==> src/design/apb_slice_pkg.sv <==
`default_nettype none

package apb_slice_pkg;

  // --------------------------------------------------------------------------
  // Bus widths
  // --------------------------------------------------------------------------

  // Fixed so that the structs below have a fixed width
  localparam int apb_addr_width = 12;
  localparam int apb_prot_width = 3;

  // Value returned by a read of the ID register
  localparam logic [31:0] csr_id_value = 32'h5A1C_0001;

  // --------------------------------------------------------------------------
  // Bus structs
  // --------------------------------------------------------------------------

  // Requester to target direction
  typedef struct packed {
    logic [apb_addr_width-1:0] paddr;
    logic                      psel;
    logic                      penable;
    logic [apb_prot_width-1:0] pprot;
    logic [3:0]                pstrb;
    logic                      pwrite;
    logic [31:0]               pwdata;
  } apb_req_t;

  // Target to requester direction
  typedef struct packed {
    logic [31:0] prdata;
    logic        pready;
    logic        pslverr;
  } apb_rsp_t;

  // One command as presented on the command port
  typedef struct packed {
    logic [apb_addr_width-1:0] addr;
    logic                      write;
    logic [31:0]               wdata;
    logic [3:0]                strb;
    logic [apb_prot_width-1:0] prot;
  } apb_cmd_t;

  // --------------------------------------------------------------------------
  // Enums
  // --------------------------------------------------------------------------

  // Requester FSM states
  typedef enum logic [1:0] {
    st_idle,
    st_setup,
    st_access,
    st_done
  } req_state_e;

  // Register offsets of the CSR target
  typedef enum logic [apb_addr_width-1:0] {
    reg_id      = 12'h000,
    reg_scratch = 12'h004,
    reg_ctrl    = 12'h008,
    reg_count   = 12'h00C
  } csr_reg_e;

endpackage

`default_nettype wire

==> src/design/apb_csr_block.sv <==
`default_nettype none

module apb_csr_block #(
  parameter int wait_states = 1,
  parameter int count_width = 16
) (
  input  wire logic                   clk,
  input  wire logic                   rst,
  input  apb_slice_pkg::apb_req_t     req,
  output apb_slice_pkg::apb_rsp_t     rsp,
  output logic                        count_enable,
  output logic                        count_load,
  output logic [count_width-1:0]      count_load_value,
  input  wire logic [count_width-1:0] count_value
);

  logic [2:0]  wait_cnt;
  logic        complete_q;
  logic        access;
  logic        ready;
  logic        addr_err;
  logic        commit_write;
  logic [31:0] read_value;
  logic [31:0] scratch_q;
  logic [31:0] ctrl_q;

  // Lane by lane merge of new write data into an old register value
  function automatic logic [31:0] merge_lanes(
    input logic [31:0] old_value,
    input logic [31:0] new_value,
    input logic [3:0]  strb
  );
    logic [31:0] result;
    result = old_value;
    for (int lane = 0; lane < 4; lane++) begin
      if (strb[lane]) begin
        result[lane*8 +: 8] = new_value[lane*8 +: 8];
      end
    end
    return result;
  endfunction

  // --------------------------------------------------------------------------
  // Wait state pacing
  // --------------------------------------------------------------------------

  // Once a transfer has completed the bus is ignored until psel falls,
  // since the slice keeps the old access visible for one more cycle
  assign access = req.psel && req.penable && !complete_q;
  assign ready  = access && (wait_cnt == 3'(wait_states));

  always_ff @(posedge clk) begin
    if (rst) begin
      wait_cnt   <= 3'd0;
      complete_q <= 1'b0;
    end else begin
      if (!req.psel) begin
        complete_q <= 1'b0;
      end else if (ready) begin
        complete_q <= 1'b1;
      end
      // Count access cycles until the programmed number of wait states
      if (ready || !access) begin
        wait_cnt <= 3'd0;
      end else begin
        wait_cnt <= wait_cnt + 3'd1;
      end
    end
  end

  // --------------------------------------------------------------------------
  // Address decode
  // --------------------------------------------------------------------------

  always_comb begin
    addr_err   = 1'b0;
    read_value = 32'h0;
    case (req.paddr)
      apb_slice_pkg::reg_id: begin
        read_value = apb_slice_pkg::csr_id_value;
        // ID is read only
        addr_err   = req.pwrite;
      end
      apb_slice_pkg::reg_scratch: read_value = scratch_q;
      apb_slice_pkg::reg_ctrl:    read_value = ctrl_q;
      apb_slice_pkg::reg_count:   read_value = 32'(count_value);
      default:                    addr_err   = 1'b1;
    endcase
  end

  assign commit_write = ready && req.pwrite && !addr_err;

  // Errors and writes return zero data
  assign rsp.prdata  = (req.pwrite || addr_err) ? 32'h0 : read_value;
  assign rsp.pready  = ready;
  assign rsp.pslverr = ready && addr_err;

  // --------------------------------------------------------------------------
  // Registers
  // --------------------------------------------------------------------------

  always_ff @(posedge clk) begin
    if (rst) begin
      scratch_q <= 32'h0;
      ctrl_q    <= 32'h0;
    end else if (commit_write) begin
      if (req.paddr == apb_slice_pkg::reg_scratch) begin
        scratch_q <= merge_lanes(scratch_q, req.pwdata, req.pstrb);
      end
      if (req.paddr == apb_slice_pkg::reg_ctrl) begin
        ctrl_q <= merge_lanes(ctrl_q, req.pwdata, req.pstrb);
      end
    end
  end

  // Counter steering; the load lands on the same edge as the write commit
  assign count_enable     = ctrl_q[0];
  assign count_load       = commit_write && (req.paddr == apb_slice_pkg::reg_count);
  assign count_load_value = req.pwdata[count_width-1:0];

  // --------------------------------------------------------------------------
  // Checks
  // --------------------------------------------------------------------------

  // Ready only inside an access phase that followed a setup cycle
  a_ready_in_access: assert property (@(posedge clk) disable iff (rst)
    rsp.pready |-> req.penable && $past(req.psel))
    else $error("pready outside access phase");

endmodule

`default_nettype wire

==> src/design/apb_requester.sv <==
`default_nettype none

module apb_requester (
  input  wire logic                    clk,
  input  wire logic                    rst,
  input  wire logic                    cmd_valid,
  input  apb_slice_pkg::apb_cmd_t      cmd,
  output logic                         busy,
  output logic                         done,
  output logic [31:0]                  rdata,
  output logic                         slverr,
  output apb_slice_pkg::apb_req_t      req,
  input  apb_slice_pkg::apb_rsp_t      rsp
);

  apb_slice_pkg::req_state_e state;
  apb_slice_pkg::req_state_e state_next;

  // Command held for the whole transfer
  apb_slice_pkg::apb_cmd_t cmd_q;

  logic accept;
  logic finish;

  // Only an idle requester takes a command, so strobes during busy are dropped
  assign accept = cmd_valid && (state == apb_slice_pkg::st_idle);

  // pready only counts while the access phase is being driven
  assign finish = (state == apb_slice_pkg::st_access) && rsp.pready;

  // --------------------------------------------------------------------------
  // FSM
  // --------------------------------------------------------------------------

  always_comb begin
    state_next = state;
    case (state)
      apb_slice_pkg::st_idle: begin
        if (accept) begin
          state_next = apb_slice_pkg::st_setup;
        end
      end
      // Setup always lasts exactly one cycle
      apb_slice_pkg::st_setup: state_next = apb_slice_pkg::st_access;
      apb_slice_pkg::st_access: begin
        if (finish) begin
          state_next = apb_slice_pkg::st_done;
        end
      end
      // Done drops psel for a cycle before the next transfer can start
      default: state_next = apb_slice_pkg::st_idle;
    endcase
  end

  always_ff @(posedge clk) begin
    if (rst) begin
      state <= apb_slice_pkg::st_idle;
    end else begin
      state <= state_next;
    end
  end

  // Payload capture on accept
  always_ff @(posedge clk) begin
    if (accept) begin
      cmd_q <= cmd;
    end
  end

  // Response capture, held until the next done
  always_ff @(posedge clk) begin
    if (finish) begin
      rdata <= rsp.prdata;
    end
  end

  always_ff @(posedge clk) begin
    if (rst) begin
      slverr <= 1'b0;
    end else if (finish) begin
      slverr <= rsp.pslverr;
    end
  end

  // --------------------------------------------------------------------------
  // Outputs
  // --------------------------------------------------------------------------

  assign busy = (state != apb_slice_pkg::st_idle);
  assign done = (state == apb_slice_pkg::st_done);

  always_comb begin
    req.paddr   = cmd_q.addr;
    req.psel    = (state == apb_slice_pkg::st_setup) || (state == apb_slice_pkg::st_access);
    req.penable = (state == apb_slice_pkg::st_access);
    req.pprot   = cmd_q.prot;
    // Strobes are driven low on reads as APB4 requires
    req.pstrb   = cmd_q.write ? cmd_q.strb : 4'h0;
    req.pwrite  = cmd_q.write;
    req.pwdata  = cmd_q.wdata;
  end

  // --------------------------------------------------------------------------
  // Checks
  // --------------------------------------------------------------------------

  a_penable_needs_psel: assert property (@(posedge clk) disable iff (rst)
    req.penable |-> req.psel)
    else $error("penable high without psel");

  // A stalled access phase must keep every request field still
  a_access_stable: assert property (@(posedge clk) disable iff (rst)
    (req.psel && req.penable && !rsp.pready) |=> $stable(req))
    else $error("request changed during access phase");

endmodule

`default_nettype wire

==> src/design/apb_slice_top.sv <==
`default_nettype none

module apb_slice_top #(
  parameter int wait_states = 1,
  parameter int count_width = 16
) (
  input  wire logic               clk,
  input  wire logic               rst,
  input  wire logic               cmd_valid,
  input  apb_slice_pkg::apb_cmd_t cmd,
  output logic                    busy,
  output logic                    done,
  output logic [31:0]             rdata,
  output logic                    slverr,
  input  wire logic               tick
);

  // Requester side of the slice
  apb_slice_pkg::apb_req_t up_req;
  apb_slice_pkg::apb_rsp_t up_rsp;

  // Target side of the slice
  apb_slice_pkg::apb_req_t dn_req;
  apb_slice_pkg::apb_rsp_t dn_rsp;

  // Counter steering from the target
  logic                   count_enable;
  logic                   count_load;
  logic [count_width-1:0] count_load_value;
  logic [count_width-1:0] count_value;

  // --------------------------------------------------------------------------
  // Instances
  // --------------------------------------------------------------------------

  apb_requester requester_i (
    .clk       (clk),
    .rst       (rst),
    .cmd_valid (cmd_valid),
    .cmd       (cmd),
    .busy      (busy),
    .done      (done),
    .rdata     (rdata),
    .slverr    (slverr),
    .req       (up_req),
    .rsp       (up_rsp)
  );

  // One cycle of register on both directions between requester and target
  apb_timing_slice timing_slice_i (
    .clk     (clk),
    .rst     (rst),
    .req_in  (up_req),
    .rsp_out (up_rsp),
    .req_out (dn_req),
    .rsp_in  (dn_rsp)
  );

  apb_csr_block #(
    .wait_states (wait_states),
    .count_width (count_width)
  ) csr_block_i (
    .clk              (clk),
    .rst              (rst),
    .req              (dn_req),
    .rsp              (dn_rsp),
    .count_enable     (count_enable),
    .count_load       (count_load),
    .count_load_value (count_load_value),
    .count_value      (count_value)
  );

  event_counter #(
    .count_width (count_width)
  ) event_counter_i (
    .clk        (clk),
    .rst        (rst),
    .enable     (count_enable),
    .tick       (tick),
    .load       (count_load),
    .load_value (count_load_value),
    .count      (count_value)
  );

endmodule

`default_nettype wire

==> src/design/apb_timing_slice.sv <==
`default_nettype none

module apb_timing_slice (
  input  wire logic               clk,
  input  wire logic               rst,
  // Upstream side, facing the requester
  input  apb_slice_pkg::apb_req_t req_in,
  output apb_slice_pkg::apb_rsp_t rsp_out,
  // Downstream side, facing the target
  output apb_slice_pkg::apb_req_t req_out,
  input  apb_slice_pkg::apb_rsp_t rsp_in
);

  logic pready_next;

  // --------------------------------------------------------------------------
  // Request path
  // --------------------------------------------------------------------------

  // All fields move one cycle; only psel and penable need a known reset value
  always_ff @(posedge clk) begin
    req_out <= req_in;
    if (rst) begin
      req_out.psel    <= 1'b0;
      req_out.penable <= 1'b0;
    end
  end

  // --------------------------------------------------------------------------
  // Response path
  // --------------------------------------------------------------------------

  // The target sees psel and penable a cycle late, so its pready is only
  // forwarded when it belongs to a delayed transfer that is really in its
  // access phase. A ready left over from an idle bus never reaches upstream
  assign pready_next = req_out.psel && req_out.penable && rsp_in.pready;

  always_ff @(posedge clk) begin
    rsp_out.prdata  <= rsp_in.prdata;
    rsp_out.pslverr <= rsp_in.pslverr;
    rsp_out.pready  <= pready_next;
    if (rst) begin
      rsp_out.pready  <= 1'b0;
      rsp_out.pslverr <= 1'b0;
    end
  end

  // --------------------------------------------------------------------------
  // Checks
  // --------------------------------------------------------------------------

  // Upstream ready always traces back to a downstream select one cycle earlier
  a_ready_after_select: assert property (@(posedge clk) disable iff (rst)
    rsp_out.pready |-> $past(req_out.psel))
    else $error("pready_out without prior psel_out");

endmodule

`default_nettype wire

==> src/design/event_counter.sv <==
`default_nettype none

module event_counter #(
  parameter int count_width = 16
) (
  input  wire logic                   clk,
  input  wire logic                   rst,
  input  wire logic                   enable,
  input  wire logic                   tick,
  input  wire logic                   load,
  input  wire logic [count_width-1:0] load_value,
  output logic [count_width-1:0]      count
);

  // --------------------------------------------------------------------------
  // Counter
  // --------------------------------------------------------------------------

  // A load wins over a tick in the same cycle.
  // The increment wraps at 2**count_width by natural overflow
  always_ff @(posedge clk) begin
    if (rst) begin
      count <= '0;
    end else if (load) begin
      count <= load_value;
    end else if (enable && tick) begin
      count <= count + 1'b1;
    end
  end

endmodule

`default_nettype wire

==> config.mk <==
export PLATFORM = sky130hd
export DESIGN_NAME = apb_slice_top
export DESIGN_NICKNAME = d
export VERILOG_FILES = /design/src/design/apb_slice_pkg.sv /design/src/design/apb_csr_block.sv /design/src/design/apb_requester.sv /design/src/design/apb_slice_top.sv /design/src/design/apb_timing_slice.sv /design/src/design/event_counter.sv
export SDC_FILE = /design/constraint.sdc
export NUM_CORES = 1
export LEC_CHECK = 0
export BUFFER_PORTS_ARGS = -buffer_cell sky130_fd_sc_hd__buf_2
export CAP_MARGIN = 20
export CORE_ASPECT_RATIO = 0.9
export CORE_MARGIN = 3
export CORE_UTILIZATION = 61
export CTS_CLUSTER_DIAMETER = 100
export DETAILED_ROUTE_END_ITERATION = 12
export GPL_ROUTABILITY_DRIVEN = 0
export PLACE_DENSITY = 0.83
export SLEW_MARGIN = 20
export SYNTH_ARGS = -nofsm -noshare
export SYNTH_HDL_FRONTEND = slang
export SYNTH_SLANG_ARGS = --single-unit
==> constraint.sdc <==
create_clock -name clk -period 4.4 [get_ports clk]
set_input_delay 0.88 -clock clk [delete_from_list [all_inputs] [get_ports clk]]
set_output_delay 0.88 -clock clk [all_outputs]
set_load 0.01 [all_outputs]
---- Word-level counts from Yosys, hierarchy flattened ----
Index checks and enable logic that the tools add are counted.
cells by class
  reduce and logical (&&, ||, !) cells .... 33
  $add $sub $neg .......................... 2
  eq/ne operators ......................... 9
  mux-type cells .......................... 7
  bitwise gates (word level) .............. 1
operator list
  operator                 number
  $pmux W32 S4             1
  $mux W16                 2
  $eq A12 B4 Y1 const B    2
  $reduce_and A3 Y1        8
  $add A16 B1 Y16 const B  1
  $eq A12 B3 Y1 const B    1
  $logic_not A12 Y1        1
  $logic_and A1 B1 Y1      11
  $pmux W2 S3              1
  $eq A2 B2 Y1 const B     2
  $mux W2                  2
  $reduce_bool A2 Y1       2
  $reduce_or A2 Y1         2
  $add A3 B1 Y3 const B    1
  $eq A3 B1 Y1 const B     1
  $logic_not A1 Y1         3
  $logic_or A1 B1 Y1       3
  $reduce_or A3 Y1         1
  $eq A2 B1 Y1 const B     1
  $logic_not A2 Y1         1
  $ne A2 B1 Y1 const B     1
  $ne A2 B2 Y1 const B     1
  $pmux W1 S2              1
  $reduce_and A2 Y1        1
  $not A1 Y1               1
word-level totals
  bits in registers ....................... 253
  output and inout bits ................... 35
  logic and storage cells ................. 79

---- Depth between registers and ports, before layout ----
  word-level depth ........................ 7
  depth in mapped cells ................... 9
  depth with buffers taken out ............ 6

---- Hierarchy ----
Synthesis repeated with hierarchy kept, for this count alone.
unflattened totals
  cells, all modules ...................... 791
  area, all modules ....................... 9394.0 µm²
by module, submodules not included
  module            cells each  sequential area each (µm²)  times used  area each (µm²)
  apb_csr_block     426         1361.3                      1           3563.4
  apb_requester     160         2582.5                      1           3113.0
  apb_timing_slice  92          1761.7                      1           1798.0
  event_counter     113         320.3                       1           919.6

---- Least setup slack after synthesis ----
No wires, ideal clock.
  kind .................................... input port to flip-flop
  start point ............................. input cmd_valid
  end point ............................... register requester_i.cmd_q[3] in the netlist's numbering, enable pin
  arrival ................................. 2.051 ns
  stages on the path ...................... 1
  path slack .............................. 1.937 ns
  data required time ...................... 3.988 ns
  cell sequence ........................... and2_1
on the way
  cells in the longest elaborated chain, start to end .. 1
RTL lines
  element               RTL line             text
  from (decl)           apb_slice_top.sv:9   input wire logic cmd_valid,
  $logic_and A1 B1 Y1   apb_requester.sv:26  assign accept = cmd_valid && (state == apb_slice_pkg::st_idle);
  to (signal assigned)  apb_requester.sv:66  cmd_q <= cmd;
  to (decl)             apb_requester.sv:20  apb_slice_pkg::apb_cmd_t cmd_q;
No other way between the ends.
A chain may end at the register's enable or synchronous reset.

---- Worst setup path in the final report ----
  start point ............................. register csr_block_i.wait_cnt[0]
  end point ............................... register event_counter_i.count[0]
on the way
  cells in the longest elaborated chain, start to end .. 6
RTL lines
  element                                                RTL line              text
  from (decl)                                            apb_csr_block.sv:17   logic [2:0] wait_cnt;
  from (signal assigned)                                 apb_csr_block.sv:66   wait_cnt <= wait_cnt + 3'd1;
  $eq A3 B1 Y1 (*)                                       apb_csr_block.sv:50   assign ready = access && (wait_cnt == 3'(wait_states));
  $logic_and A1 B1 Y1 (*)                                apb_csr_block.sv:50
  $logic_and A1 B1 Y1 (*) (2 in series)                  apb_csr_block.sv:91   assign commit_write = ready && req.pwrite && !addr_err;
  $logic_and A1 B1 Y1 (*)                                apb_csr_block.sv:118  assign count_load = commit_write && (req.paddr == apb_slice_pkg::reg_count);
  $mux W16 / $reduce_bool A2 Y1 (equally long branches)  -
  to (signal assigned)                                   event_counter.sv:25   count <= load_value;
  to (signal assigned)                                   event_counter.sv:27   count <= count + 1'b1;
  to (decl)                                              event_counter.sv:12   output logic [count_width-1:0] count
Mark *: on every way between the ends. The rest lies on a longest branch, timed or not.

==> results.txt <==
worst vdd ir -> 0.000396 V
Final min period -> 2.81 ns
final instance area -> 10,100 sq um
CP cell instances -> ha_1 > nor4bb_2 > buf_4 > nand3_1 > or2_0 > a211oi_1
Hold Startpoint -> requester_i.req[6]
asr flop ratio synth -> 0%
Post-CTS Setup Bufs -> 0
CP max stage delay -> 0.76 ns
syn_nets -> 813
number of routed nets with antenna violations -> 0
Hold Path Class -> reg2reg
total grt overflow -> 0
Finish-stage setup viols -> 0
CP required -> 4.81 ns
routed via count -> 6,101
sequential cell area fraction in the yosys report -> 67.6%
CP startpoint kind -> flip-flop
Via density -> 5.94
number of flops mapped to enable cells by yosys -> 81
Synth-to-Final Area Change -> 15.7%
crit path DAT -> 3.21 ns
Port Buf Inserts -> 87
# DRC -> 0
commonest non-fill, non-tap cell in the layout -> dfxtp_1
Slew Viols, Final -> 0
Pre-Repair DR Iteration Count -> 5
FF+latch count, synth -> 253
dpl hpwl -> 11,700 um
Max-Slew Margin vs Limit -> 37.5%
std cell rows -> 40
final wirelength -> 18,500 um
CTS H-tree depth -> 1
RSZ-0062 raised after global routing -> false
Cell variety after synth -> 42
Total GRT Usage -> 23.2%
antenna violations before repair -> 0
antenna cell count -> 0
die height -> 119 um
post-CTS sizing -> 0
clk_lat worst skew -> 0.50 ns
crit path from -> csr_block_i.wait_cnt[0]
initial core utilization -> 63.6%
commonest cells after routing, fill and taps aside -> 172 x dfxtp_1, 88 x a21oi_1, 87 x buf_2, 81 x edfxtp_1, 70 x nand3_1
Clock Tree Root -> clkbuf_16
Longest Clk Path Bufs -> 3
Num CTS Buffers -> 24
mapped cell area -> 8690 sq um
vias in the first global route -> 5,830
placed cells -> 983
Avg WL per Cell -> 18.0 um
cts hold-fix bufs -> 0
Leak -> 3.45 nW
Worst Tran Pin Value -> 0.938 ns
clock-pin slew on the worst setup and hold paths -> 0.06 ns
fill count -> 875
DP Area -> 9240 sq um
die area -> 15,700 sq um
status -> completed
largest net degree at the start of global routing -> 82
first-pass GRT wire length -> 29,800 um
layout cell share with drive strength beyond 1 -> 18.9%
Final #Nets -> 882
Post-synth top flop -> dfxtp_1
CP max stage cell -> or2_0
power density cells -> 514 nW/um^2
crit share post-route -> 63.8%
max cap viols -> 0
sum of negative setup slack -> 0 ns
Setup WS pre-CTS -> 1.34 ns
CTS tree -> built
worst r2r src -> csr_block_i.wait_cnt[0]
IO Count -> 91
Final WS setup -> 1.59 ns
Critical Path Fanout Max -> 19
Clock Skew -> 0.00919 ns
Crit. End Element -> flip-flop
Non-Filler Instances -> 1,027
core footprint -> 13,700 sq um
clk sinks -> 253
syn_area_per_cell -> 11.6 sq um
Fin. Hold Viols -> 0
DRT iter0 DRCs -> 875
Max Clk Rate -> 356 MHz
Crit Path Category -> reg2reg
Mapped Cells -> 751
Yosys warnings -> 0
Die X -> 132 um
## routing by layer
metal / up-vias / routed length [um] / GRT usage [%]
li1: 2863 / - / -
met1: 2844 / 7570 / 33.2
met2: 355 / 8630 / 36.8
met3: 39 / 1990 / 4.39
met4: 0 / 328 / 5.64
met5: - / 0 / 0
## state kept, by name, summed over array words and instances, names as in the netlist
signal / cells
requester_i.cmd_q: 4
event_counter_i.count: 16
csr_block_i.ctrl_q: 32
timing_slice_i.rsp_out: 34
csr_block_i.scratch_q: 32
requester_i.rdata: 32
timing_slice_i.req_out: 51
requester_i.slverr: 1
csr_block_i.wait_cnt: 3
requester_i.state: 2
requester_i.req: 45
csr_block_i.complete_q: 1
## where the power goes
group / internal (mW) / switching, mW
Sequential: 2.65 / 0.135
Clock: 1.23 / 0.828
Combinational: 0.105 / 0.212
Total: 3.99 / 1.18
## worst paths after layout
kind	cells past startpoint	slack [ns]	to
setup reg to reg	6	1.59	event_counter_i.count[0]
hold reg to reg	0	0.34	timing_slice_i.req_out[6]
hold / removal	0	0.34	timing_slice_i.req_out[6]
setup / recovery	6	1.59	event_counter_i.count[0]
## Yosys cell counts (3+ instances only)
cell type | n | area (sq um)
dfxtp_1 | 172 | 3440
a21oi_1 | 88 | 440
edfxtp_1 | 81 | 2430
nand3_1 | 70 | 350
o21ai_0 | 65 | 325
clkbuf_1 | 42 | 158
nor2_1 | 42 | 158
a22oi_1 | 24 | 180
inv_1 | 19 | 71.3
mux2_2 | 15 | 169
nand4_1 | 12 | 75.1
and2_1 | 11 | 68.8
o31ai_1 | 10 | 75.1
xnor2_1 | 10 | 87.6
and4_1 | 9 | 78.8
buf_2 | 9 | 45.0
nand2_1 | 8 | 30.0
nor3_1 | 8 | 40.0
a211oi_1 | 7 | 52.6
ha_1 | 6 | 75.1
nor4_1 | 6 | 37.5
mux2i_1 | 5 | 50.1
xor2_1 | 5 | 43.8
and3_1 | 3 | 18.8
nor2b_1 | 3 | 18.8
## cells by family after synthesis
logic type	Yosys count	share of synthesized area (%)
AND/OR/NAND/NOR	185	11.3
flip-flops	253	67.6
adder cells (fa/ha/maj)	6	0.864
XOR/XNOR	15	1.51
AO/OA/AOI/OAI	199	12.8
multiplexers	20	2.52
buffers and inverters	73	3.37
## through the flow
stage / hold WS (ns) / total power [mW] / util [%]
floorplan: 0.323 / 2.99 / -
global placement: 0.326 / 3.10 / 67.6
detailed placement: 0.327 / 3.14 / 67.6
CTS: 0.338 / 5.19 / 73.5
global route: 0.333 / 5.36 / 73.6
finish: 0.338 / 5.16 / 73.6
## final cells by class
class	count	area [sq um]	area share (%)
clock buffer	28	647	6.43
clock inverter	16	164	1.63
inverter	19	71.3	0.709
multi-input combinational	425	2550	25.4
sequential	253	5880	58.4
tap	189	236	2.35
timing repair buffer	97	510	5.08
## worst max-delay path, delay by kind of cell, from the launching register on
| kind | cells | cell delay, ns |
|---|---|---|
| buffers and inverters | 1 | 0.25 |
| AO/OA/AOI/OAI | 1 | 0.37 |
| flip-flops | 1 | 0.36 |
| AND/OR/NAND/NOR | 3 | 1.55 |
| adder cells (fa/ha/maj) | 1 | 0.17 |
No activity file was read; power rests on OpenSTA's default activity.
